`src/source/core_config.svh`:
```
`ifndef CORE_CONFIG_SVH
`define CORE_CONFIG_SVH

// ####################
// Core dimensions
// ####################

// Data path and pc width.
`define CORE_XLEN 64

// Architectural integer registers.
`define CORE_NREGS 32

// Bits needed to name one register.
`define CORE_RIDX_W 5

`endif

```
`src/source/reg_file.sv`:
```
`timescale 1ns/1ns
`default_nettype none

`include "core_config.svh"

module reg_file (
    input  wire logic                    clk,
    input  wire logic                    rst_n,
    input  wire logic [`CORE_RIDX_W-1:0] rs1,
    input  wire logic [`CORE_RIDX_W-1:0] rs2,
    output logic      [`CORE_XLEN-1:0]   rs1_val,
    output logic      [`CORE_XLEN-1:0]   rs2_val,
    input  wire logic                    we,
    input  wire logic [`CORE_RIDX_W-1:0] wa,
    input  wire logic [`CORE_XLEN-1:0]   wd
);

    logic [`CORE_XLEN-1:0] regs [`CORE_NREGS];

    always_ff @(posedge clk or negedge rst_n) begin
        if (!rst_n) begin
            for (int i = 0; i < `CORE_NREGS; i++) begin
                regs[i] <= '0;
            end
        end else if (we && wa != '0) begin
            regs[wa] <= wd;
        end
    end

    // x0 reads as zero.
    assign rs1_val = (rs1 == '0) ? '0 : regs[rs1];
    assign rs2_val = (rs2 == '0) ? '0 : regs[rs2];

endmodule

`default_nettype wire

```
`config.mk`:
```
export PLATFORM = sky130hd
export DESIGN_NAME = reg_file
export DESIGN_NICKNAME = d
export VERILOG_FILES = /design/src/source/reg_file.sv
export VERILOG_INCLUDE_DIRS = /design/src /design/src/source
export SDC_FILE = /design/constraint.sdc
export NUM_CORES = 2
export LEC_CHECK = 0
export BUFFER_PORTS_ARGS = -buffer_cell sky130_fd_sc_hd__buf_2
export CORE_MARGIN = 5
export CORE_UTILIZATION = 40
export DETAILED_ROUTE_END_ITERATION = 8
export SYNTH_ARGS = -nofsm -noshare
export SYNTH_HDL_FRONTEND = slang
export SYNTH_SLANG_ARGS = --single-unit
export TNS_END_PERCENT = 5
```
`constraint.sdc`:
```
create_clock -name clk -period 3.32 [get_ports clk]
set_input_delay 0.332 -clock clk [delete_from_list [all_inputs] [get_ports clk]]
set_output_delay 0.332 -clock clk [all_outputs]
set_load 0.1 [all_outputs]
```
* Word level (Yosys, flattened, before mapping) *
Index checks and enable logic that the tools add are counted.

storage, ports and cells
  register bits = 2048
  input bits = 82
  output and inout port bits = 128
  logic and storage cells = 55

cells by class
  $lt $le $gt $ge = 4
  multiplexer cells = 11
  bitwise operators = 3
  reduce and logical (&&, ||, !) cells = 5

operator list
  operator              count
  $bwmux W2048          1
  $bmux W64 S5          2
  $mux W64              7
  $demux W64 S5         1
  $ge A6 B6 Y1 const B  3
  $not A5 Y6            3
  $logic_not A5 Y1      2
  $lt A6 B1 Y1 const B  1
  $reduce_bool A5 Y1    1
  $logic_and A1 B1 Y1   2

* Longest topological paths before layout *
  depth after elaboration = 6
  mapped depth = 10
  mapped depth without buffers = 4

* Worst setup path after synthesis *
OpenSTA, ideal clock, no wires.

  path type = in2out
  start = input rs2[1]
  end = output rs2_val[39]
  arrival time = 6132 ps
  data required time = 2988 ps
  setup slack = -3144 ps
  cell stages on the path = 7
  buffers on the path = 3
  cells stage by stage = buf_4 buf_2 or2_2 clkbuf_1 o22ai_1 nor4_1 a2111oi_0

on the way
  longest elaborated chain between the ends = 5
  elaborated cells between the ends (all ways) = 6

ends and longest elaborated chain
  element                                       line            source
  start, declared                               reg_file.sv:10  input wire logic [`CORE_RIDX_W-1:0] rs2,
  $not A5 Y6 (implied by the code)              reg_file.sv:32  assign rs2_val = (rs2 == '0) ? '0 : regs[rs2];
  $bmux W64 S5                                  reg_file.sv:32
  $mux W64 (implied by the code) (2 in series)  reg_file.sv:32
  $mux W64 *                                    reg_file.sv:32
  end, declared                                 reg_file.sv:12  output logic [`CORE_XLEN-1:0] rs2_val,

Mark *: on every way between the ends. The rest lies on a longest branch, timed or not. The select of a mux whose other input is x is not followed.

* Worst setup path in the final report *
  start = register regs[1333] (netlist bit)
  end = output rs1_val[53]

on the way
  longest elaborated chain between the ends = 4

ends and longest elaborated chain
  element                                       line            source
  start, declared                               reg_file.sv:18  logic [`CORE_XLEN-1:0] regs [`CORE_NREGS];
  start signal, assigned by index               reg_file.sv:26  regs[wa] <= wd;
  $bmux W64 S5                                  reg_file.sv:31  assign rs1_val = (rs1 == '0) ? '0 : regs[rs1];
  $mux W64 (implied by the code) (2 in series)  reg_file.sv:31
  $mux W64                                      reg_file.sv:31
  end, declared                                 reg_file.sv:11  output logic [`CORE_XLEN-1:0] rs1_val,

No other way between the ends. The select of a mux whose other input is x is not followed.

==> impl_results.md <==
- Final net count: 7079
- Post-route cell area: 125300 sq um
- Count of final hold-check violations: 0
- First-pass GRT wire length: 516.2 mm
- Kind of start point of the critical path: flop
- Net switching share of the total power: 29.65%
- Worst voltage drop across the vdd grid: 0.5479 mV
- Asr flop ratio synth: 100.0%
- Die height: 530.6 microns
- Power share of the clock group: 33.5%
- Flip-flop count of the largest register after layout: 2048
- Horizontal die dimension: 530.6 microns
- PortBufs: 209
- Routability congestion estimate from global placement: 0.8096
- Number of pins exceeding their max-slew limit in the final report: 0
- RSZ-0062 raised after global routing: false
- Antenna violation net count after detailed routing: 0
- Most Frequent Cell on Critical Path: mux4_2
- Synth Area per Inst: 15.57 sq um
- Data arrival at the endpoint of the critical path: 2920 ps
- Cell count after synthesis: 6963
- Type of the tightest min-delay check: input pin to flop
- Number of global-route vias before repair: 71250
- Maximum level of the CTS H-tree: 4
- Post-placement cell area: 117400 sq um
- #FFs+latches synth: 2048
- Longest individual stage delay on the worst path: 480 ps
- Proportion of netlist area held by the largest area contributor: 47.27%
- Clock-pin transition on the worst setup and hold timing paths: 60 ps
- Post-detailed-route wirelength per cell: 32.84 microns
- Sum of internal, switching and leakage power: 0.07842 W
- Gate power share: 24.1%
- Synth unique cells: 48
- Detailed-routing iteration count for the pre-antenna-repair pass: 5
- Result of the run: complete, no violations
- Placed wire-length estimate: 213.8 mm
- Register with the most flip-flops: regs
- Seq pwr share: 42.4%
- Critical path class: flop to primary output
- Synthesized area: 108400 sq um
- Syn nets: 7045
- CTS Root Buffer Type: clkbuf_16
- Most area-consuming cells after synthesis: dfrtp_1 (47%), mux2_2 (21%), mux4_2 (20%)
- Upper clock frequency limit: 307.6 MHz
- First-iteration detailed-routing DRC count: 5632
- Worst-path cell chain: mux4_2 -> mux4_2 -> mux2_2 -> buf_2
- Leading area contributor after synthesis: dfrtp_1
- Switching power: 0.02325 W
- Total congestion overflow after global routing: 0
- Primary flip-flop cell chosen by synthesis mapping: dfrtp_1
- Total power per unit cell area: 626.1 nW/um^2
- Worst-case clock skew: 0 ps
- Routed via count divided by cell count: 6.233
- Area of the die: 281600 sq um
- Number of maximum-capacitance constraint violations: 0
- Final worst-path cycle share: 97.92%
- Required time of the critical path: 2990 ps
- Post-route minimum period: 3251 ps
- Sequential fraction of the synthesis area: 47.27%
- Number of sinks driven by the clock tree: 2048
- Internal Pwr Total: 0.05517 W
- Clock tree from TritonCTS: yes
- Largest regs: regs: 2048 flops
- Worst slew margin relative to its limit: 24.95%
- Largest net degree at the start of global routing: 118
- Crit path max-delay cell type: mux4_2
- Crit end category: primary output
- Top-level port count: 210
- Post CTS Setup Buffer Count: 0
- DR vias: 67130
- Synth warn: 0
- WL final: 353.7 mm
- Leakage power total: 54.31 nW
- Standard-cell row count: 191
- Final Non-Filler Cells: 10770
- Proportion of layout cells with a drive suffix above 1: 56.17%
- Number of endpoints failing setup at the final stage: 0
- Worst-Margin Slew: 1121 ps
- Remaining design rule violation count: 0
- Placed cell count: 10340
- Number of buffers inserted during clock tree synthesis: 223
- Maximum clock path buffer count: 3
- Starting Density: 40.12%
- Number of enable-type register cells in the synthesized netlist: 0
- Setup TNS Final: 0 ps
- Initial antenna violation count: 37
- All-layer global routing usage: 24.99%
- Highest fanout seen on the critical path: 3
- Core area: 270300 sq um
- Area growth from synthesis to final layout: 15.52%
- Clock latency on the worst-skew pair: 860 ps
-- area by class of cell --
class	count	area (sq um)
antenna	18	45.04
multi-input combinational	4108	54030
clock buffer	324	6554
sequential	2048	51250
tap	3570	4467
timing repair buffer	616	7722
fill	23050	145000
clock inverter	87	1181
-- metal layers --
metal | wire [microns] | global-route usage, % | part of all wire [%]
met1 | 146700 | 33.81 | 41
met2 | 172700 | 41.02 | 49
met3 | 20550 | 3.978 | 5.8
met4 | 13720 | 8.952 | 3.9
met5 | 94 | 0 | 0.027
-- worst max-delay path, delay by kind of cell, from the launching register on --
family | cells | cell delay (ps)
flip-flops | 1 | 410
buffers and inverters | 1 | 320
multiplexers | 3 | 1310
-- worst paths after layout --
| kind | from | end | slack [ps] | cells after the start |
|---|---|---|---|---|
| setup / recovery | regs[1333] | rs1_val[53] | 70 | 4 |
| max in group asynchronous | rst_n | regs[215] | 2080 | 4 |
| setup reg to reg | regs[1612] | regs[1612] | 2510 | 1 |
| hold reg to reg | regs[2038] | regs[2038] | 370 | 0 |
| hold / removal | wd[30] | regs[1758] | 60 | 2 |
| min in group asynchronous | rst_n | regs[636] | 160 | 3 |
-- through the flow --
step	util (%)	setup slack [ps]	hold slack [ps]
after global routing	46.33	4.057	51.79
after global placement	43.44	185.1	238.5
after CTS	46.32	21.22	6.850
final	46.34	68.91	64.12
after floorplan	-	-318.6	36.41
after detailed placement	43.44	219.0	240.3
-- Yosys cell counts (all sizes together), types with 9 or more instances --
cell type  count
dfrtp       2048
mux2        2022
mux4         968
mux2i        520
clkbuf       434
buf          373
o22ai        182
or2           74
nand2         40
nor2b         39
nor2          31
a22oi         26
nor3          21
o22a          17
a211oi        14
nand2b        14
a211o         13
a21oi         13
a31o          13
nor4          13
o221ai        12
a22o          11
a2111oi        9
and2           9
nand3          9
-- power groups by stage --
stage / combinational (W) / clock (W) / sequential (W)
2_1_floorplan: 0.0142 / 0 / 0.0322
3_3_place_gp: 0.0186 / 0 / 0.0331
3_5_place_dp: 0.0190 / 0 / 0.0335
4_1_cts: 0.0191 / 0.0268 / 0.0331
5_1_grt: 0.0201 / 0.0277 / 0.0337
6_report: 0.0189 / 0.0263 / 0.0332
-- cell usage in the layout (no fill, tap or decap), types with 45 or more instances in the layout --
cell / netlist / routed
buf_4: 26 / 231
o22ai_1: 182 / 182
mux4_2: 968 / 968
clkbuf_1: 434 / 45
dfrtp_1: 2048 / 2048
buf_12: 0 / 265
clkbuf_8: 0 / 55
buf_2: 286 / 111
clkbuf_16: 0 / 226
mux2i_1: 520 / 520
mux2_2: 2008 / 2008
or2_1: 71 / 71
-- what timing repair did --
item                                    in CTS  in global routing
hold endpoints to repair                   999                  0
gates resized for setup                      7                  0
hold buffers                                 2                  0
endpoints found under the setup margin       7                  0
-- logic make-up after synthesis --
logic type / Yosys count / synth area share, %
buffers and inverters: 807 / 3.283
AOI/OAI and AO/OA: 328 / 2.136
DFF: 2048 / 47.27
muxes: 3510 / 45.91
and+or+nand+nor: 270 / 1.409
Note: power is estimated with default switching activity, not from simulation.
