<file path="src/source/core_config.svh">
`ifndef CORE_CONFIG_SVH
`define CORE_CONFIG_SVH

// ####################
// Core dimensions
// ####################

// Data path and pc width.
`define CORE_XLEN 64

// Architectural integer registers.
`define CORE_NREGS 32

// Bits needed to name one register.
`define CORE_RIDX_W 5

`endif

</file>
<file path="src/source/core_pkg.sv">
`default_nettype none

package core_pkg;

    // Major opcodes handled by this slice.
    typedef enum logic [6:0] {
        opc_op     = 7'b0110011,
        opc_op_imm = 7'b0010011,
        opc_lui    = 7'b0110111,
        opc_auipc  = 7'b0010111,
        opc_jal    = 7'b1101111,
        opc_jalr   = 7'b1100111,
        opc_branch = 7'b1100011,
        opc_system = 7'b1110011
    } opcode_e;

    typedef enum logic [3:0] {
        alu_add    = 4'd0,  // Bubble value.
        alu_sub    = 4'd1,
        alu_sll    = 4'd2,
        alu_slt    = 4'd3,
        alu_sltu   = 4'd4,
        alu_xor    = 4'd5,
        alu_srl    = 4'd6,
        alu_sra    = 4'd7,
        alu_or     = 4'd8,
        alu_and    = 4'd9,
        alu_pass_b = 4'd10
    } alu_op_e;

    // Always is used by jal and jalr.
    typedef enum logic [2:0] {
        br_none   = 3'd0,
        br_eq     = 3'd1,
        br_ne     = 3'd2,
        br_lt     = 3'd3,
        br_ge     = 3'd4,
        br_ltu    = 3'd5,
        br_geu    = 3'd6,
        br_always = 3'd7
    } br_cond_e;

endpackage

`default_nettype wire

</file>
<file path="src/source/id_ex_if.sv">
`timescale 1ns/1ns
`default_nettype none

`include "core_config.svh"

interface id_ex_if;
    import core_pkg::*;

    logic                    valid;
    logic [`CORE_XLEN-1:0]   pc;
    alu_op_e                 alu_op;
    logic [`CORE_XLEN-1:0]   src_a;
    logic [`CORE_XLEN-1:0]   src_b;
    logic [`CORE_XLEN-1:0]   rs2_val;  // Compare operand for branches.
    logic [`CORE_XLEN-1:0]   target;
    logic [`CORE_RIDX_W-1:0] rd;
    logic                    rf_we;
    br_cond_e                br_cond;
    logic                    is_link;  // Write pc + 4.
    logic                    ebreak;

    modport source (
        output valid, pc, alu_op, src_a, src_b, rs2_val, target,
        output rd, rf_we, br_cond, is_link, ebreak
    );

    modport sink (
        input valid, pc, alu_op, src_a, src_b, rs2_val, target,
        input rd, rf_we, br_cond, is_link, ebreak
    );

endinterface

`default_nettype wire

</file>
<file path="src/source/id_ex_reg.sv">
`timescale 1ns/1ns
`default_nettype none

module id_ex_reg (
    input  wire logic clk,
    input  wire logic rst_n,
    input  wire logic hold,
    input  wire logic flush,
    id_ex_if.sink     id_bus,
    id_ex_if.source   ex_bus
);
    import core_pkg::*;

    always_ff @(posedge clk or negedge rst_n) begin
        if (!rst_n) begin
            ex_bus.valid   <= 1'b0;
            ex_bus.pc      <= '0;
            ex_bus.alu_op  <= alu_add;
            ex_bus.src_a   <= '0;
            ex_bus.src_b   <= '0;
            ex_bus.rs2_val <= '0;
            ex_bus.target  <= '0;
            ex_bus.rd      <= '0;
            ex_bus.rf_we   <= 1'b0;
            ex_bus.br_cond <= br_none;
            ex_bus.is_link <= 1'b0;
            ex_bus.ebreak  <= 1'b0;
        end else if (flush) begin  // Load a bubble.
            ex_bus.valid   <= 1'b0;
            ex_bus.pc      <= '0;
            ex_bus.alu_op  <= alu_add;
            ex_bus.src_a   <= '0;
            ex_bus.src_b   <= '0;
            ex_bus.rs2_val <= '0;
            ex_bus.target  <= '0;
            ex_bus.rd      <= '0;
            ex_bus.rf_we   <= 1'b0;
            ex_bus.br_cond <= br_none;
            ex_bus.is_link <= 1'b0;
            ex_bus.ebreak  <= 1'b0;
        end else if (!hold) begin
            ex_bus.valid   <= id_bus.valid;
            ex_bus.pc      <= id_bus.pc;
            ex_bus.alu_op  <= id_bus.alu_op;
            ex_bus.src_a   <= id_bus.src_a;
            ex_bus.src_b   <= id_bus.src_b;
            ex_bus.rs2_val <= id_bus.rs2_val;
            ex_bus.target  <= id_bus.target;
            ex_bus.rd      <= id_bus.rd;
            ex_bus.rf_we   <= id_bus.rf_we;
            ex_bus.br_cond <= id_bus.br_cond;
            ex_bus.is_link <= id_bus.is_link;
            ex_bus.ebreak  <= id_bus.ebreak;
        end
    end

endmodule

`default_nettype wire

</file>
<file path="src/flat_wrapper.sv">
// flat-port wrapper written by rule: the top's interface ports become plain ports
module id_ex_reg_flat import core_pkg::*;
  (clk, rst_n, hold, flush, id_bus_valid, id_bus_pc, id_bus_alu_op, id_bus_src_a, id_bus_src_b, id_bus_rs2_val, id_bus_target, id_bus_rd, id_bus_rf_we, id_bus_br_cond, id_bus_is_link, id_bus_ebreak, ex_bus_valid, ex_bus_pc, ex_bus_alu_op, ex_bus_src_a, ex_bus_src_b, ex_bus_rs2_val, ex_bus_target, ex_bus_rd, ex_bus_rf_we, ex_bus_br_cond, ex_bus_is_link, ex_bus_ebreak);
  id_ex_if id_bus_i ();
  id_ex_if ex_bus_i ();
  input  wire logic clk;
  input  wire logic rst_n;
  input  wire logic hold;
  input  wire logic flush;
  input wire logic [$bits(id_bus_i.valid)-1:0] id_bus_valid;
  input wire logic [$bits(id_bus_i.pc)-1:0] id_bus_pc;
  input wire logic [$bits(id_bus_i.alu_op)-1:0] id_bus_alu_op;
  input wire logic [$bits(id_bus_i.src_a)-1:0] id_bus_src_a;
  input wire logic [$bits(id_bus_i.src_b)-1:0] id_bus_src_b;
  input wire logic [$bits(id_bus_i.rs2_val)-1:0] id_bus_rs2_val;
  input wire logic [$bits(id_bus_i.target)-1:0] id_bus_target;
  input wire logic [$bits(id_bus_i.rd)-1:0] id_bus_rd;
  input wire logic [$bits(id_bus_i.rf_we)-1:0] id_bus_rf_we;
  input wire logic [$bits(id_bus_i.br_cond)-1:0] id_bus_br_cond;
  input wire logic [$bits(id_bus_i.is_link)-1:0] id_bus_is_link;
  input wire logic [$bits(id_bus_i.ebreak)-1:0] id_bus_ebreak;
  output wire logic [$bits(ex_bus_i.valid)-1:0] ex_bus_valid;
  output wire logic [$bits(ex_bus_i.pc)-1:0] ex_bus_pc;
  output wire logic [$bits(ex_bus_i.alu_op)-1:0] ex_bus_alu_op;
  output wire logic [$bits(ex_bus_i.src_a)-1:0] ex_bus_src_a;
  output wire logic [$bits(ex_bus_i.src_b)-1:0] ex_bus_src_b;
  output wire logic [$bits(ex_bus_i.rs2_val)-1:0] ex_bus_rs2_val;
  output wire logic [$bits(ex_bus_i.target)-1:0] ex_bus_target;
  output wire logic [$bits(ex_bus_i.rd)-1:0] ex_bus_rd;
  output wire logic [$bits(ex_bus_i.rf_we)-1:0] ex_bus_rf_we;
  output wire logic [$bits(ex_bus_i.br_cond)-1:0] ex_bus_br_cond;
  output wire logic [$bits(ex_bus_i.is_link)-1:0] ex_bus_is_link;
  output wire logic [$bits(ex_bus_i.ebreak)-1:0] ex_bus_ebreak;
  assign id_bus_i.valid = id_bus_valid;
  assign id_bus_i.pc = id_bus_pc;
  assign id_bus_i.alu_op = id_bus_alu_op;
  assign id_bus_i.src_a = id_bus_src_a;
  assign id_bus_i.src_b = id_bus_src_b;
  assign id_bus_i.rs2_val = id_bus_rs2_val;
  assign id_bus_i.target = id_bus_target;
  assign id_bus_i.rd = id_bus_rd;
  assign id_bus_i.rf_we = id_bus_rf_we;
  assign id_bus_i.br_cond = id_bus_br_cond;
  assign id_bus_i.is_link = id_bus_is_link;
  assign id_bus_i.ebreak = id_bus_ebreak;
  assign ex_bus_valid = ex_bus_i.valid;
  assign ex_bus_pc = ex_bus_i.pc;
  assign ex_bus_alu_op = ex_bus_i.alu_op;
  assign ex_bus_src_a = ex_bus_i.src_a;
  assign ex_bus_src_b = ex_bus_i.src_b;
  assign ex_bus_rs2_val = ex_bus_i.rs2_val;
  assign ex_bus_target = ex_bus_i.target;
  assign ex_bus_rd = ex_bus_i.rd;
  assign ex_bus_rf_we = ex_bus_i.rf_we;
  assign ex_bus_br_cond = ex_bus_i.br_cond;
  assign ex_bus_is_link = ex_bus_i.is_link;
  assign ex_bus_ebreak = ex_bus_i.ebreak;
  id_ex_reg u_core (.clk(clk), .rst_n(rst_n), .hold(hold), .flush(flush), .id_bus(id_bus_i), .ex_bus(ex_bus_i));
endmodule
</file>
<file path="config.mk">
export PLATFORM = sky130hd
export DESIGN_NAME = id_ex_reg_flat
export DESIGN_NICKNAME = d
export VERILOG_FILES = /design/src/source/core_pkg.sv /design/src/source/id_ex_if.sv /design/src/source/id_ex_reg.sv /design/src/flat_wrapper.sv
export VERILOG_INCLUDE_DIRS = /design/src /design/src/source
export SDC_FILE = /design/constraint.sdc
export NUM_CORES = 1
export LEC_CHECK = 0
export ABC_AREA = 1
export BUFFER_PORTS_ARGS = -buffer_cell sky130_fd_sc_hd__buf_4
export CAP_MARGIN = 0
export CELL_PAD_IN_SITES_DETAIL_PLACEMENT = 2
export CELL_PAD_IN_SITES_GLOBAL_PLACEMENT = 2
export CORE_AREA = 2 2 261 263
export DETAILED_ROUTE_END_ITERATION = 12
export DIE_AREA = 0 0 263 265
export MAX_ROUTING_LAYER = met4
export PLACE_DENSITY = 0.7
export SKIP_CTS_REPAIR_TIMING = 1
export SYNTH_ARGS = -nofsm -noshare
export SYNTH_HDL_FRONTEND = slang
export SYNTH_SLANG_ARGS = --single-unit
</file>
<file path="constraint.sdc">
create_clock -name clk -period 0.8 [get_ports clk]
set_clock_uncertainty 0.1 [all_clocks]
set_input_delay 0.04 -clock clk [delete_from_list [all_inputs] [get_ports clk]]
set_output_delay 0.04 -clock clk [all_outputs]
set_load 0.005 [all_outputs]
</file>
Yosys cells after proc, flatten, opt, wreduce, memory -nomap -nowiden
Cells that the tools add are included.
{"block": "classes", "eq_ne": 1, "muxes": 24}
{"operator": "two-way mux 64 bit", "count": 10}
{"operator": "two-way mux 5 bit", "count": 2}
{"operator": "two-way mux 1 bit", "count": 8}
{"operator": "two-way mux 4 bit", "count": 2}
{"operator": "two-way mux 3 bit", "count": 2}
{"operator": "!= test 2 x 1 -> 1 bit, second input constant", "count": 1}
{"block": "totals", "wordCells": 37, "output_inout_bits": 336, "input_bits": 340, "ff_bits": 336}

Logic depth before layout (Yosys ltp)
{"block": "depth", "depth_word": 2, "depth_mapped": 6}

Worst setup path after synthesis
OpenSTA, ideal clock, no wires.
{"block": "synth_path", "path_type": "input port to flip-flop", "startpoint": "in flush", "endpoint": "reg u_core.ex_bus.rs2_val[0]", "required_ns": 0.635, "setup_time_ns": 0.065, "t_arrival_ns": 0.739, "slack_ns": -0.104, "stages": 6, "path_cell_list": "nor2_1 -> buf_4 -> buf_4 -> buf_2 -> nand2_1 -> nand2_1"}
{"block": "synth_between", "elab_chain_cells": 1}
{"item": "start: declaration", "line": "flat_wrapper.sv:9", "text": "input wire logic flush;"}
{"item": "!= test 2 x 1 -> 1 bit (no source line) / two-way mux 64 bit (equally long branches)"}
{"item": "end: declaration", "line": "id_ex_if.sv:23", "text": "output valid, pc, alu_op, src_a, src_b, rs2_val, target,"}
Several ways; a longest one is shown, not always the timed one.
A chain may end at the register's enable or synchronous reset.

Final worst setup path
{"block": "layout_path", "startpoint": "reg u_core.ex_bus.pc[39]", "endpoint": "out ex_bus_pc[39]"}
{"item": "start: declaration", "line": "id_ex_if.sv:23"}
{"item": "end: declaration", "line": "flat_wrapper.sv:23", "text": "output wire logic [$bits(ex_bus_i.pc)-1:0] ex_bus_pc;"}
No word-level cell between the ends.

==> flow_metrics.py <==
metrics = {
    "clock_network": {
        "clock_latency_ns": 0.55,
        "cts_htree_levels": 2,
        "cts-root-buf": "clkbuf_16",
        "numCtsBuffers": 42,
        "cts_sinks": 336,
        "path_clk_slew_ns": 0.06,
        "cts_tree": "built",
        "cts_buffer_depth": 3,
    },
    "synthesis": {
        "syn_avg_cell_area_um2": 9.014,
        "yosys-top-cells-count": "nand2_1, dfrtp_1, nand3_1, buf_2, clkbuf_1",
        "yosysWarnings": 0,
        "synth.top_cell.area_share_pct": 64.02,
        "yosysSeqAreaShare_pct": 64.02,
        "yosysTopAreaCell": "dfrtp_1",
        "synth-edff-count": 0,
        "synth_nets": 1797,
        "synth_cell_types": 9,
        "netlist_instances": 1457,
        "synthFlopType": "dfrtp_1",
        "syn-cell-area_um2": 13130,
        "synthTopCellsByArea": "dfrtp_1, nand2_1, nand3_1",
        "ys_seq_elements": 336,
        "yosysMostFrequentCell": "nand2_1",
        "synthArstFlopShare_pct": 100.0,
    },
    "hold_path": {
        "min_path_type": "in -> async",
    },
    "die": {
        "die-width_um": 263,
        "initial_utilization_pct": 19.66,
        "floorplan.die_area_um2": 69700,
        "core.rowCount": 95,
        "io_pins": 676,
        "die_h_um": 265,
        "core_area_um2": 66800,
    },
    "job": {
        "maxCapViolations": 0,
    },
    "timing": {
        "fin_ws_ns": -0.5101,
        "setup_viol": 611,
        "whs_ns": -0.1542,
        "fmax_mhz": 763.3,
        "finalHoldViolCount": 50,
        "rsz0062_at_grt": "true",
        "fin_crit_ns": 1.310,
        "timing.final.crit_share_pct": 163.8,
        "tightest_slew_ns": 0.4621,
        "slew_headroom_pct": 69.09,
        "slew_viol_final": 0,
    },
    "critical_path": {
        "crit_fanout": 2,
        "path_cells": "buf_6",
        "cp.required_ns": 0.66,
        "cp_top_family": "flip-flops",
        "critPathKind": "reg -> out",
        "max_stage_delay_ns": 0.45,
        "cp-end-kind": "output pin",
        "r2r_slack_ns": -0.28,
        "cp_slowest_cell": "dfrtp_1",
        "start_kind": "flip-flop",
        "arrival_ns": 1.17,
        "path_buf_inv": 1,
    },
    "pwr": {
        "ir_worst_vdd_mv": 1.275,
        "p_per_area_nw_per_um2": 1755,
        "power.leakage_nw": 14.63,
    },
    "drt": {
        "drt_iter0_drc": 723,
        "num_vias": 16370,
        "wire_per_inst_um": 25.34,
        "finalWirelength_um": 90960,
        "first_pass_iters": 5,
        "drc_errors": 0,
        "ant_nets": 0,
        "routed_via_density": 4.559,
    },
    "finish": {
        "area_growth_pct": 110.6,
        "multi_input_area_um2": 4395,
        "finalInstanceArea_um2": 27660,
        "fin_util_pct": 41.41,
        "fill_cells": 7033,
        "layout-drive-gt1-share_pct": 38.86,
        "final_nets": 3019,
        "ff_latch_area_um2": 8409,
    },
    "placement": {
        "routabilityCongestion": 0.8791,
        "placed_area_um2": 20070,
        "hpwl_um": 47720,
        "port_buffers": 675,
    },
    "grt": {
        "grt_max_degree": 48,
        "antenna_found_initial": 9,
        "grt_pass1_vias": 15310,
        "grt_usage_pct": 18.17,
        "overflow": 0,
        "grt_pass1_wl_um": 95730,
    },
    "run_status": {
        "violations": "hold timing, setup timing",
        "outcome": "finished, violations left",
    },
}
-- final timing paths --
check | cells after the start | startpoint | to
setup / recovery | 1 | u_core.ex_bus.pc[39]$_DFFE_PN0P_ | ex_bus_pc[39]
hold / removal | 2 | rst_n | u_core.ex_bus.src_b[61]$_DFFE_PN0P_
setup reg to reg | 3 | u_core.ex_bus.src_b[29]$_DFFE_PN0P_ | u_core.ex_bus.src_b[29]$_DFFE_PN0P_
hold reg to reg | 2 | u_core.ex_bus.pc[22]$_DFFE_PN0P_ | u_core.ex_bus.pc[22]$_DFFE_PN0P_
max in group asynchronous | 4 | rst_n | u_core.ex_bus.pc[63]$_DFFE_PN0P_
min in group clk | 4 | hold | u_core.ex_bus.src_b[41]$_DFFE_PN0P_
-- layout by cell type, fill, tap and decap left out --
cell and n:
nand2_2 10, buf_4 559, clkbuf_8 8, inv_8 1
dfrtp_2 1, buf_12 41, nor2_4 1, inv_6 1
nand3_4 2, diode_2 10, bufinv_16 2, nand2_1 662
clkbuf_1 13, clkinv_2 3, buf_8 2, nand3_1 308
dlygate4sd3_1 337, buf_6 350, clkbuf_16 45, dfrtp_1 335
nand3_2 26
-- flip-flops by register name (all words and copies together) (netlist names) --
name / count
u_core.ex_bus.alu_op: 4
u_core.ex_bus.br_cond: 3
u_core.ex_bus.ebreak: 1
u_core.ex_bus.is_link: 1
u_core.ex_bus.pc: 64
u_core.ex_bus.rd: 5
u_core.ex_bus.rf_we: 1
u_core.ex_bus.rs2_val: 64
u_core.ex_bus.src_a: 64
u_core.ex_bus.src_b: 64
u_core.ex_bus.target: 64
u_core.ex_bus.valid: 1
-- stage by stage --
step	setup TNS, ns	hold WS, ns	cells	worst slack [ns]	total power [W]
after floorplan	-12.26	-0.3556	1457	-0.05824	0.02035
after global placement	-85.98	-0.2662	2994	-0.3662	0.02490
after detailed placement	-94.87	-0.2667	2994	-0.4201	0.02511
after CTS	-158.65	-0.8873	3066	-0.5467	0.04488
after global routing	-192.69	-0.1712	3589	-0.5522	0.05022
final	-167.23	-0.1542	3590	-0.5101	0.04854
-- power by group --
part           switching [W]  internal, W  total (W)  leakage (nW)
Clock                0.00836       0.0116     0.0200         0.672
Combinational        0.00419      0.00546    0.00965          9.49
Sequential          0.000956       0.0179     0.0189          4.47
-- cell type report --
cell class,instances,share of cell area [%]
Inverter,1,0.04071
Multi-Input combinational cell,1009,15.89
Sequential cell,336,30.40
Tap cell,873,3.948
Clock buffer,66,4.645
Clock inverter,6,0.3030
Timing Repair Buffer,1289,44.69
Antenna cell,10,0.09046
-- cells by family after synthesis --
kind of cell	synth area share [%]
buffers and inverters	3.944
flip-flops	64.02
AND/OR/NAND/NOR	32.04
-- routing by layer --
layer | wire length [µm] | GRT usage (%)
met1 | 31860 | 19.76
met2 | 49370 | 31.88
met3 | 4386 | 4.821
met4 | 5338 | 6.533
met5 | 0 | -
(Power assumes the default switching activity.)
