**src/source/core_config.svh**
```systemverilog
`ifndef CORE_CONFIG_SVH
`define CORE_CONFIG_SVH

// ####################
// Core dimensions
// ####################

// Data path and pc width.
`define CORE_XLEN 64

// Architectural integer registers.
`define CORE_NREGS 32

// Bits needed to name one register.
`define CORE_RIDX_W 5

`endif

```
**src/source/core_pkg.sv**
```systemverilog
`default_nettype none

package core_pkg;

    // Major opcodes handled by this slice.
    typedef enum logic [6:0] {
        opc_op     = 7'b0110011,
        opc_op_imm = 7'b0010011,
        opc_lui    = 7'b0110111,
        opc_auipc  = 7'b0010111,
        opc_jal    = 7'b1101111,
        opc_jalr   = 7'b1100111,
        opc_branch = 7'b1100011,
        opc_system = 7'b1110011
    } opcode_e;

    typedef enum logic [3:0] {
        alu_add    = 4'd0,  // Bubble value.
        alu_sub    = 4'd1,
        alu_sll    = 4'd2,
        alu_slt    = 4'd3,
        alu_sltu   = 4'd4,
        alu_xor    = 4'd5,
        alu_srl    = 4'd6,
        alu_sra    = 4'd7,
        alu_or     = 4'd8,
        alu_and    = 4'd9,
        alu_pass_b = 4'd10
    } alu_op_e;

    // Always is used by jal and jalr.
    typedef enum logic [2:0] {
        br_none   = 3'd0,
        br_eq     = 3'd1,
        br_ne     = 3'd2,
        br_lt     = 3'd3,
        br_ge     = 3'd4,
        br_ltu    = 3'd5,
        br_geu    = 3'd6,
        br_always = 3'd7
    } br_cond_e;

endpackage

`default_nettype wire

```
**src/source/id_ex_if.sv**
```systemverilog
`timescale 1ns/1ns
`default_nettype none

`include "core_config.svh"

interface id_ex_if;
    import core_pkg::*;

    logic                    valid;
    logic [`CORE_XLEN-1:0]   pc;
    alu_op_e                 alu_op;
    logic [`CORE_XLEN-1:0]   src_a;
    logic [`CORE_XLEN-1:0]   src_b;
    logic [`CORE_XLEN-1:0]   rs2_val;  // Compare operand for branches.
    logic [`CORE_XLEN-1:0]   target;
    logic [`CORE_RIDX_W-1:0] rd;
    logic                    rf_we;
    br_cond_e                br_cond;
    logic                    is_link;  // Write pc + 4.
    logic                    ebreak;

    modport source (
        output valid, pc, alu_op, src_a, src_b, rs2_val, target,
        output rd, rf_we, br_cond, is_link, ebreak
    );

    modport sink (
        input valid, pc, alu_op, src_a, src_b, rs2_val, target,
        input rd, rf_we, br_cond, is_link, ebreak
    );

endinterface

`default_nettype wire

```
**src/source/execute_unit.sv**
```systemverilog
`timescale 1ns/1ns
`default_nettype none

`include "core_config.svh"

module execute_unit (
    input  wire logic                    clk,
    input  wire logic                    rst_n,
    input  wire logic                    hold,
    id_ex_if.sink                        ex_bus,
    output logic      [`CORE_XLEN-1:0]   ex_data,
    output logic                         wb_valid,
    output logic      [`CORE_RIDX_W-1:0] wb_rd,
    output logic      [`CORE_XLEN-1:0]   wb_data,
    output logic      [`CORE_XLEN-1:0]   wb_pc,
    output logic                         redirect,
    output logic      [`CORE_XLEN-1:0]   redirect_pc,
    output logic                         halted
);
    import core_pkg::*;

    logic [`CORE_XLEN-1:0]   a, b, alu_res;
    logic [5:0]              shamt;
    logic                    taken, stop;
    logic                    res_valid, res_ebreak, halted_q;
    logic [`CORE_RIDX_W-1:0] res_rd;
    logic [`CORE_XLEN-1:0]   res_data, res_pc;

    assign a     = ex_bus.src_a;
    assign b     = ex_bus.src_b;
    assign shamt = b[5:0];

    // ####################
    // ALU and compare
    // ####################
    always_comb begin
        case (ex_bus.alu_op)
            alu_sub:    alu_res = a - b;
            alu_sll:    alu_res = a << shamt;
            alu_slt:    alu_res = {{(`CORE_XLEN-1){1'b0}}, $signed(a) < $signed(b)};
            alu_sltu:   alu_res = {{(`CORE_XLEN-1){1'b0}}, a < b};
            alu_xor:    alu_res = a ^ b;
            alu_srl:    alu_res = a >> shamt;
            alu_sra:    alu_res = $unsigned($signed(a) >>> shamt);
            alu_or:     alu_res = a | b;
            alu_and:    alu_res = a & b;
            alu_pass_b: alu_res = b;
            default:    alu_res = a + b;
        endcase
    end

    assign ex_data = ex_bus.is_link ? ex_bus.pc + `CORE_XLEN'd4 : alu_res;

    always_comb begin
        case (ex_bus.br_cond)
            br_eq:     taken = a == ex_bus.rs2_val;
            br_ne:     taken = a != ex_bus.rs2_val;
            br_lt:     taken = $signed(a) < $signed(ex_bus.rs2_val);
            br_ge:     taken = $signed(a) >= $signed(ex_bus.rs2_val);
            br_ltu:    taken = a < ex_bus.rs2_val;
            br_geu:    taken = a >= ex_bus.rs2_val;
            br_always: taken = 1'b1;
            default:   taken = 1'b0;
        endcase
    end

    // Nothing behind an ebreak may commit or redirect.
    assign stop = halted_q || res_ebreak;

    assign redirect    = ex_bus.valid && taken && !hold && !stop;
    assign redirect_pc = {ex_bus.target[`CORE_XLEN-1:1], 1'b0};

    // ####################
    // Result register
    // ####################
    always_ff @(posedge clk or negedge rst_n) begin
        if (!rst_n) begin
            res_valid  <= 1'b0;
            res_ebreak <= 1'b0;
            halted_q   <= 1'b0;
        end else if (!hold) begin
            res_valid  <= ex_bus.valid && ex_bus.rf_we && !stop;
            res_ebreak <= ex_bus.valid && ex_bus.ebreak && !stop;
            halted_q   <= halted_q || res_ebreak;  // Sticky until reset.
        end
    end

    always_ff @(posedge clk) begin
        if (!hold) begin
            res_rd   <= ex_bus.rd;
            res_data <= ex_data;
            res_pc   <= ex_bus.pc;
        end
    end

    assign wb_valid = res_valid && !hold;  // One commit per result.
    assign wb_rd    = res_rd;
    assign wb_data  = res_data;
    assign wb_pc    = res_pc;
    assign halted   = halted_q;

endmodule

`default_nettype wire

```
**src/flat_wrapper.sv**
```systemverilog
// flat-port wrapper written by rule: the top's interface ports become plain ports
module execute_unit_flat import core_pkg::*;
  (clk, rst_n, hold, ex_data, wb_valid, wb_rd, wb_data, wb_pc, redirect, redirect_pc, halted, ex_bus_valid, ex_bus_pc, ex_bus_alu_op, ex_bus_src_a, ex_bus_src_b, ex_bus_rs2_val, ex_bus_target, ex_bus_rd, ex_bus_rf_we, ex_bus_br_cond, ex_bus_is_link, ex_bus_ebreak);
  id_ex_if ex_bus_i ();
  input  wire logic clk;
  input  wire logic rst_n;
  input  wire logic hold;
  output logic      [`CORE_XLEN-1:0] ex_data;
  output logic wb_valid;
  output logic      [`CORE_RIDX_W-1:0] wb_rd;
  output logic      [`CORE_XLEN-1:0] wb_data;
  output logic      [`CORE_XLEN-1:0] wb_pc;
  output logic redirect;
  output logic      [`CORE_XLEN-1:0] redirect_pc;
  output logic halted;
  input wire logic [$bits(ex_bus_i.valid)-1:0] ex_bus_valid;
  input wire logic [$bits(ex_bus_i.pc)-1:0] ex_bus_pc;
  input wire logic [$bits(ex_bus_i.alu_op)-1:0] ex_bus_alu_op;
  input wire logic [$bits(ex_bus_i.src_a)-1:0] ex_bus_src_a;
  input wire logic [$bits(ex_bus_i.src_b)-1:0] ex_bus_src_b;
  input wire logic [$bits(ex_bus_i.rs2_val)-1:0] ex_bus_rs2_val;
  input wire logic [$bits(ex_bus_i.target)-1:0] ex_bus_target;
  input wire logic [$bits(ex_bus_i.rd)-1:0] ex_bus_rd;
  input wire logic [$bits(ex_bus_i.rf_we)-1:0] ex_bus_rf_we;
  input wire logic [$bits(ex_bus_i.br_cond)-1:0] ex_bus_br_cond;
  input wire logic [$bits(ex_bus_i.is_link)-1:0] ex_bus_is_link;
  input wire logic [$bits(ex_bus_i.ebreak)-1:0] ex_bus_ebreak;
  assign ex_bus_i.valid = ex_bus_valid;
  assign ex_bus_i.pc = ex_bus_pc;
  assign ex_bus_i.alu_op = ex_bus_alu_op;
  assign ex_bus_i.src_a = ex_bus_src_a;
  assign ex_bus_i.src_b = ex_bus_src_b;
  assign ex_bus_i.rs2_val = ex_bus_rs2_val;
  assign ex_bus_i.target = ex_bus_target;
  assign ex_bus_i.rd = ex_bus_rd;
  assign ex_bus_i.rf_we = ex_bus_rf_we;
  assign ex_bus_i.br_cond = ex_bus_br_cond;
  assign ex_bus_i.is_link = ex_bus_is_link;
  assign ex_bus_i.ebreak = ex_bus_ebreak;
  execute_unit u_core (.clk(clk), .rst_n(rst_n), .hold(hold), .ex_bus(ex_bus_i), .ex_data(ex_data), .wb_valid(wb_valid), .wb_rd(wb_rd), .wb_data(wb_data), .wb_pc(wb_pc), .redirect(redirect), .redirect_pc(redirect_pc), .halted(halted));
endmodule
```
**config.mk**
```make
export PLATFORM = sky130hd
export DESIGN_NAME = execute_unit_flat
export DESIGN_NICKNAME = d
export VERILOG_FILES = /design/src/source/core_pkg.sv /design/src/source/id_ex_if.sv /design/src/source/execute_unit.sv /design/src/flat_wrapper.sv
export VERILOG_INCLUDE_DIRS = /design/src /design/src/source
export SDC_FILE = /design/constraint.sdc
export NUM_CORES = 2
export LEC_CHECK = 0
export ABC_CLOCK_PERIOD_IN_PS = 6000
export BUFFER_PORTS_ARGS = -buffer_cell sky130_fd_sc_hd__buf_2
export CAP_MARGIN = 20
export CORE_MARGIN = 4
export CORE_UTILIZATION = 40
export CTS_CLUSTER_SIZE = 40
export DETAILED_ROUTE_END_ITERATION = 8
export SLEW_MARGIN = 25
export SYNTH_ARGS = -nofsm -noshare
export SYNTH_HDL_FRONTEND = slang
export SYNTH_SLANG_ARGS = --single-unit
```
**constraint.sdc**
```tcl
create_clock -name clk -period 6 [get_ports clk]
set_input_delay 0.6 -clock clk [delete_from_list [all_inputs] [get_ports clk]]
set_output_delay 0.6 -clock clk [all_outputs]
set_load 0.01 [all_outputs]
```
* Word level (Yosys, flattened, before mapping)
Index checks and enable logic that the tools add are counted.
** Operators by class
- Divide/modulo/power cells :: 0
- Add/subtract/negate cells :: 3
- Shift operators :: 3
- Reductions and logical operators :: 11
- Equal/unequal tests :: 19
- $mul :: 0
- Bitwise logic cells :: 3
- $lt $le $gt $ge :: 6
- Mux-type cells :: 3
** Operators with widths (count)
- $pmux W64 S10 :: 1
- $lt A64 B64 Y1 :: 4
- $ge A64 B64 Y1 :: 2
- $add A64 B3 Y64 const B :: 1
- $add A64 B64 Y64 :: 1
- $and A64 B64 Y64 :: 1
- $eq A64 B64 Y1 :: 1
- $mux W64 :: 1
- $ne A64 B64 Y1 :: 1
- $or A64 B64 Y64 :: 1
- $shl A64 B6 Y64 :: 1
- $shr A64 B6 Y64 :: 1
- $sshr A64 B6 Y64 :: 1
- $sub A64 B64 Y64 :: 1
- $xor A64 B64 Y64 :: 1
- $eq A4 B3 Y1 const B :: 4
- $eq A3 B3 Y1 const B :: 4
- $eq A4 B4 Y1 const B :: 3
- $eq A4 B2 Y1 const B :: 2
- $logic_and A1 B1 Y1 :: 8
- $pmux W1 S7 :: 1
- $eq A3 B2 Y1 const B :: 2
- $eq A4 B1 Y1 const B :: 1
- $eq A3 B1 Y1 const B :: 1
- 2 further kinds :: 3
** Storage, ports and cells
- Register bits :: 136
- Bits in read-only memories :: 0
- Output and inout port bits :: 264
- Memories :: 0
- Word-level logic and storage cells :: 54
- Latch bits :: 0
- Bits in writable memories :: 0

* Depth between registers and ports, before layout
- Depth in word-level cells :: 5
- Gate-level depth with buffers :: 20
- Depth with buffers taken out :: 15

* Least setup slack after synthesis
OpenSTA, ideal clock, no wires.
- Path type :: input to output
- From :: in ex_bus_src_b[2]
- To :: out ex_data[0]
- Arrival time :: 5.496 ns
- Stages :: 19
- Required time :: 5.400 ns
- Path slack :: -0.096 ns
- Buffers on the path :: 6
- Cell sequence :: inv_1 > buf_1 > buf_2 > buf_1 > clkbuf_1 > buf_1 > ha_1 > buf_2 > nor2b_1 > o21ai_0 > a2111oi_1 > nor3_1 > o211ai_2 > a2111oi_1 > nor3_1 > o221ai_1 > o41a_1 > o41ai_1 > a22oi_1
** Between the ends
- Cells in the longest elaborated chain, start to end :: 3
** RTL lines
- from (decl) :: line flat_wrapper.sv:20 : input wire logic [$bits(ex_bus_i.src_b)-1:0] ex_bus_src_b;
- $lt A64 B64 Y1, or another cell as far along :: line execute_unit.sv:41 : alu_sltu: alu_res = {{(`CORE_XLEN-1){1'b0}}, a < b};
- $pmux W64 S10 (*) :: line execute_unit.sv:37 : case (ex_bus.alu_op)
- $mux W64 (*) :: line execute_unit.sv:52 : assign ex_data = ex_bus.is_link ? ex_bus.pc + `CORE_XLEN'd4 : alu_res;
- to (decl) :: line flat_wrapper.sv:8 : output logic [`CORE_XLEN-1:0] ex_data;
Mark *: on every way between the ends. The rest lies on a longest branch, timed or not.

* Worst setup path after layout
- From :: in ex_bus_src_a[0]
- To :: out ex_data[0]
** Between the ends
- Cells in the longest elaborated chain, start to end :: 3
** RTL lines
- from (decl) :: line flat_wrapper.sv:19 : input wire logic [$bits(ex_bus_i.src_a)-1:0] ex_bus_src_a;
- $add A64 B64 Y64, or another cell as far along :: line execute_unit.sv:48 : default: alu_res = a + b;
- $pmux W64 S10 (*) :: line execute_unit.sv:37
- $mux W64 (*) :: line execute_unit.sv:52
Marks and branches as above.

==> flow_summary.yaml <==
floorplanning:
  initial_utilization_pct: 40.4
  fp.coreArea_sq_mm: 0.0688
  pin_count: 603
  fp.dieArea_sq_mm: 0.0739
  fp-row-count: 96
  die_h_um: 272
  die_x_um: 272
timing:
  rsz0062_at_grt: "false"
  clock_skew_ns: 0.00164
  fin_setup_tns_ns: 0
  finalCritPeriodShare_pct: 94.8
  maxSlewViolCount: 0
  max_freq_mhz: 176
  max_slew_margin_pct: 22.2
  tightest_slew_ns: 1.15
  layout_min_cycle_time_ns: 5.69
  setup_viol: 0
  postLayoutSetupSlackWorst_ns: 0.314
  hold_violations: 0
cts:
  clkTransAtPathRegs_ns: 0.07
  ctsRootBufferMaster: "clkbuf_16"
  clk_latency_ns: 0.48
  ctsHtreeMaxLevel: 4
  cts_inserted_buffers: 17
  cts_tree: "yes"
  ctsLongestPathBuffers: 2
  cts_sinks: 136
worst_setup_path:
  path_class: "primary input to primary output"
  max_stage_delay_ns: 0.46
  worstPathCellList: "buf_2 -> inv_1 -> ha_1 -> inv_1 -> fa_1 -> nor2b_1 -> o21ai_0 -> a2111oi_1 -> buf_4 -> nor3_1 -> o211ai_2 -> a2111oi_2 -> buf_4 -> nor3_1 -> o221ai_1 -> buf_4 -> o41a_1 -> o41ai_4 -> a22oi_1 -> buf_4 -> buf_2"
  slowest_stage: "a2111oi_1"
  crit_top_cell: "buf_4"
  endpoint_kind: "primary output"
  critPathLaunchType: "primary input"
  crit_start: "ex_bus_src_a[0]"
  critPathRequiredTime_ns: 5.40
  crit_fanout: 4
  cp_data_arrival_time_ns: 5.09
  r2r-start: "u_core.res_ebreak$_DFFE_PN0N_"
pwr:
  totalPowerFinal_uw: 5260
  power_per_cell_area_mw_per_mm2: 162
  leakagePower_uw: 0.0140
  ir_drop_uv: 159
finish:
  register_area_sq_mm: 0.00407
  nFillCells: 7060
  final_cells: 5014
  finalNetCount: 4663
  final_cell_mix: "buf_2, nor2_1, a21oi_1"
  multiInputGateArea_sq_mm: 0.0213
  final_layout_size_suffix_gt1_share_pct: 23.3
  area_growth_pct: 16.5
  final_common_cell: "buf_2"
hold_path:
  hold_start: "ex_bus_rd[0]"
  min_path_type: "primary input to flop"
global_route:
  grt_use_total_pct: 39.2
  antenna_found_initial: 8
  grt_max_degree: 147
  grt_pass1_vias: 30500
  grt_overflow_total: 0
  grt_pass1_wl_mm: 215
yosys:
  syn_area_sq_mm: 0.0278
  seq_area_frac_synth_pct: 14.6
  synth_edf_count: 133
  avgSynthCellArea_sq_um: 7.60
  ys.flop_type: "edfxtp_1"
  synth_fp_nets: 4261
  yosysWarnings: 0
  synth-async-reset-ratio_pct: 2.21
  ys_ff_latch: 136
  syn_inst: 3662
  synth_cell_type_count: 100
route:
  wl_per_cell_um: 30.2
  antenna_left: 0
  drt_iter0_markers: 5081
  routed_via_density: 6.56
  drc: 0
  drt-total-wl_mm: 151
  dr_total_vias: 32900
  drtPass1Iterations: 6
placed_design:
  gp_congestion: 1.11
  pre_cts_ws_ns: -0.106
  dp.cells: 4975
  dp_hpwl_mm: 121
  io_buffers: 474
flow_run:
  cap_violations: 0
status:
  status: "finished, final reports clean"
[timing repair]
item / CTS / global route
endpoints found under the hold margin: 3 / 0
hold buffers: 1 / 0
cloned: 0 / 0
endpoints found under the setup margin: 1 / 4
setup buffers: 0 / 0
gates resized for setup: 1 / 3
[worst max-delay path: cells and delay by family]
family | cells | cell delay (ns)
compound gates | 8 | 2.43
fa+ha+maj | 2 | 0.37
buf+inv | 8 | 1.12
simple gates | 3 | 0.57
[sequential cells by signal (all words and copies together) (netlist names)]
register	flops
u_core.wb_data	64
u_core.res_valid	1
u_core.wb_pc	64
u_core.res_ebreak	1
u_core.halted	1
u_core.wb_rd	5
[power by group]
group | internal (uW) | switching [uW] | leakage, uW
sequential | 1160 | 20.7 | 0.00134
combinational | 1070 | 1990 | 0.0124
clock | 544 | 479 | 0.000270
[cells by family (layout without fill, tap and decap cells)]
| group | Yosys count | after routing | share of synthesized area (%) |
|---|---|---|---|
| adder cells (fa/ha/maj) | 260 | 260 | 11.7 |
| buffers and inverters | 597 | 1012 | 9.14 |
| flip-flops | 136 | 136 | 14.6 |
| XOR/XNOR | 84 | 84 | 2.64 |
| multiplexers | 237 | 237 | 14.3 |
| other | 1 | 7 | 0.0135 |
| AND/OR/NAND/NOR | 1142 | 1142 | 18.7 |
| AO/OA/AOI/OAI | 1205 | 1205 | 28.8 |
[Yosys cell counts, drive strengths merged, types with 17 or more instances]
cell type / count / area, sq um
mux2: 24 / 270
nor2b: 25 / 156
o221ai: 26 / 228
and2: 23 / 146
a221o: 32 / 320
edfxtp: 133 / 3990
o21bai: 40 / 300
o2111ai: 37 / 324
inv: 268 / 1010
a211oi: 45 / 338
a22oi: 50 / 375
nor4: 35 / 219
nand2: 297 / 1110
mux4: 127 / 2860
a21oi: 347 / 1740
xor2: 41 / 359
a221oi: 54 / 473
nand4: 54 / 344
xnor2: 43 / 377
o22ai: 29 / 181
a31oi: 26 / 163
a2111oi: 20 / 178
a21o: 57 / 428
nor2: 445 / 1670
and3: 21 / 138
mux2i: 86 / 861
o31ai: 30 / 225
nand3: 86 / 435
ha: 258 / 3230
or3: 17 / 113
buf: 154 / 882
nor3: 75 / 392
o21a: 18 / 135
o211ai: 43 / 328
o21ai: 222 / 1110
nand2b: 17 / 106
clkbuf: 172 / 646
[cell type report]
cell class	count	area share (%)
antenna	6	0.0463
clock buffer	17	1.31
clock inverter	15	0.420
inverter	271	3.16
multi-input combinational	2929	65.8
sequential	136	12.5
tap	931	3.59
timing repair buffer	709	13.2
[path summary, 6_finish.rpt]
check,to,slack [ns],cells past startpoint
worst min-delay path,u_core.wb_rd[0]$_DFFE_PN_,0.30,1
worst max register to register,u_core.res_valid$_DFFE_PN0N_,4.71,2
max in group asynchronous,u_core.halted$_DFFE_PN0N_,5.46,2
worst max-delay path,ex_data[0],0.31,21
min in group asynchronous,u_core.res_ebreak$_DFFE_PN0N_,0.44,2
worst min register to register,u_core.halted$_DFFE_PN0N_,0.50,1
[stage by stage]
stage,hold slack (ns),cell area [sq um],utilization [%]
finish,0.298,32400,47.1
global placement,0.397,31800,46.2
detailed placement,0.397,31800,46.2
floorplan,0.304,27800,-
CTS,0.240,32400,47.1
global route,0.271,32400,47.1
[routing by layer]
metal  vias to the layer above  GRT usage, %  part of all wire [%]
li1                      14500             -                     -
met1                     15900          54.6                    41
met2                      2223          56.4                    42
met3                       282          12.7                    14
met4                         4          14.5                   4.2
met5                         -             0                 0.018
(Power assumes the default switching activity.)
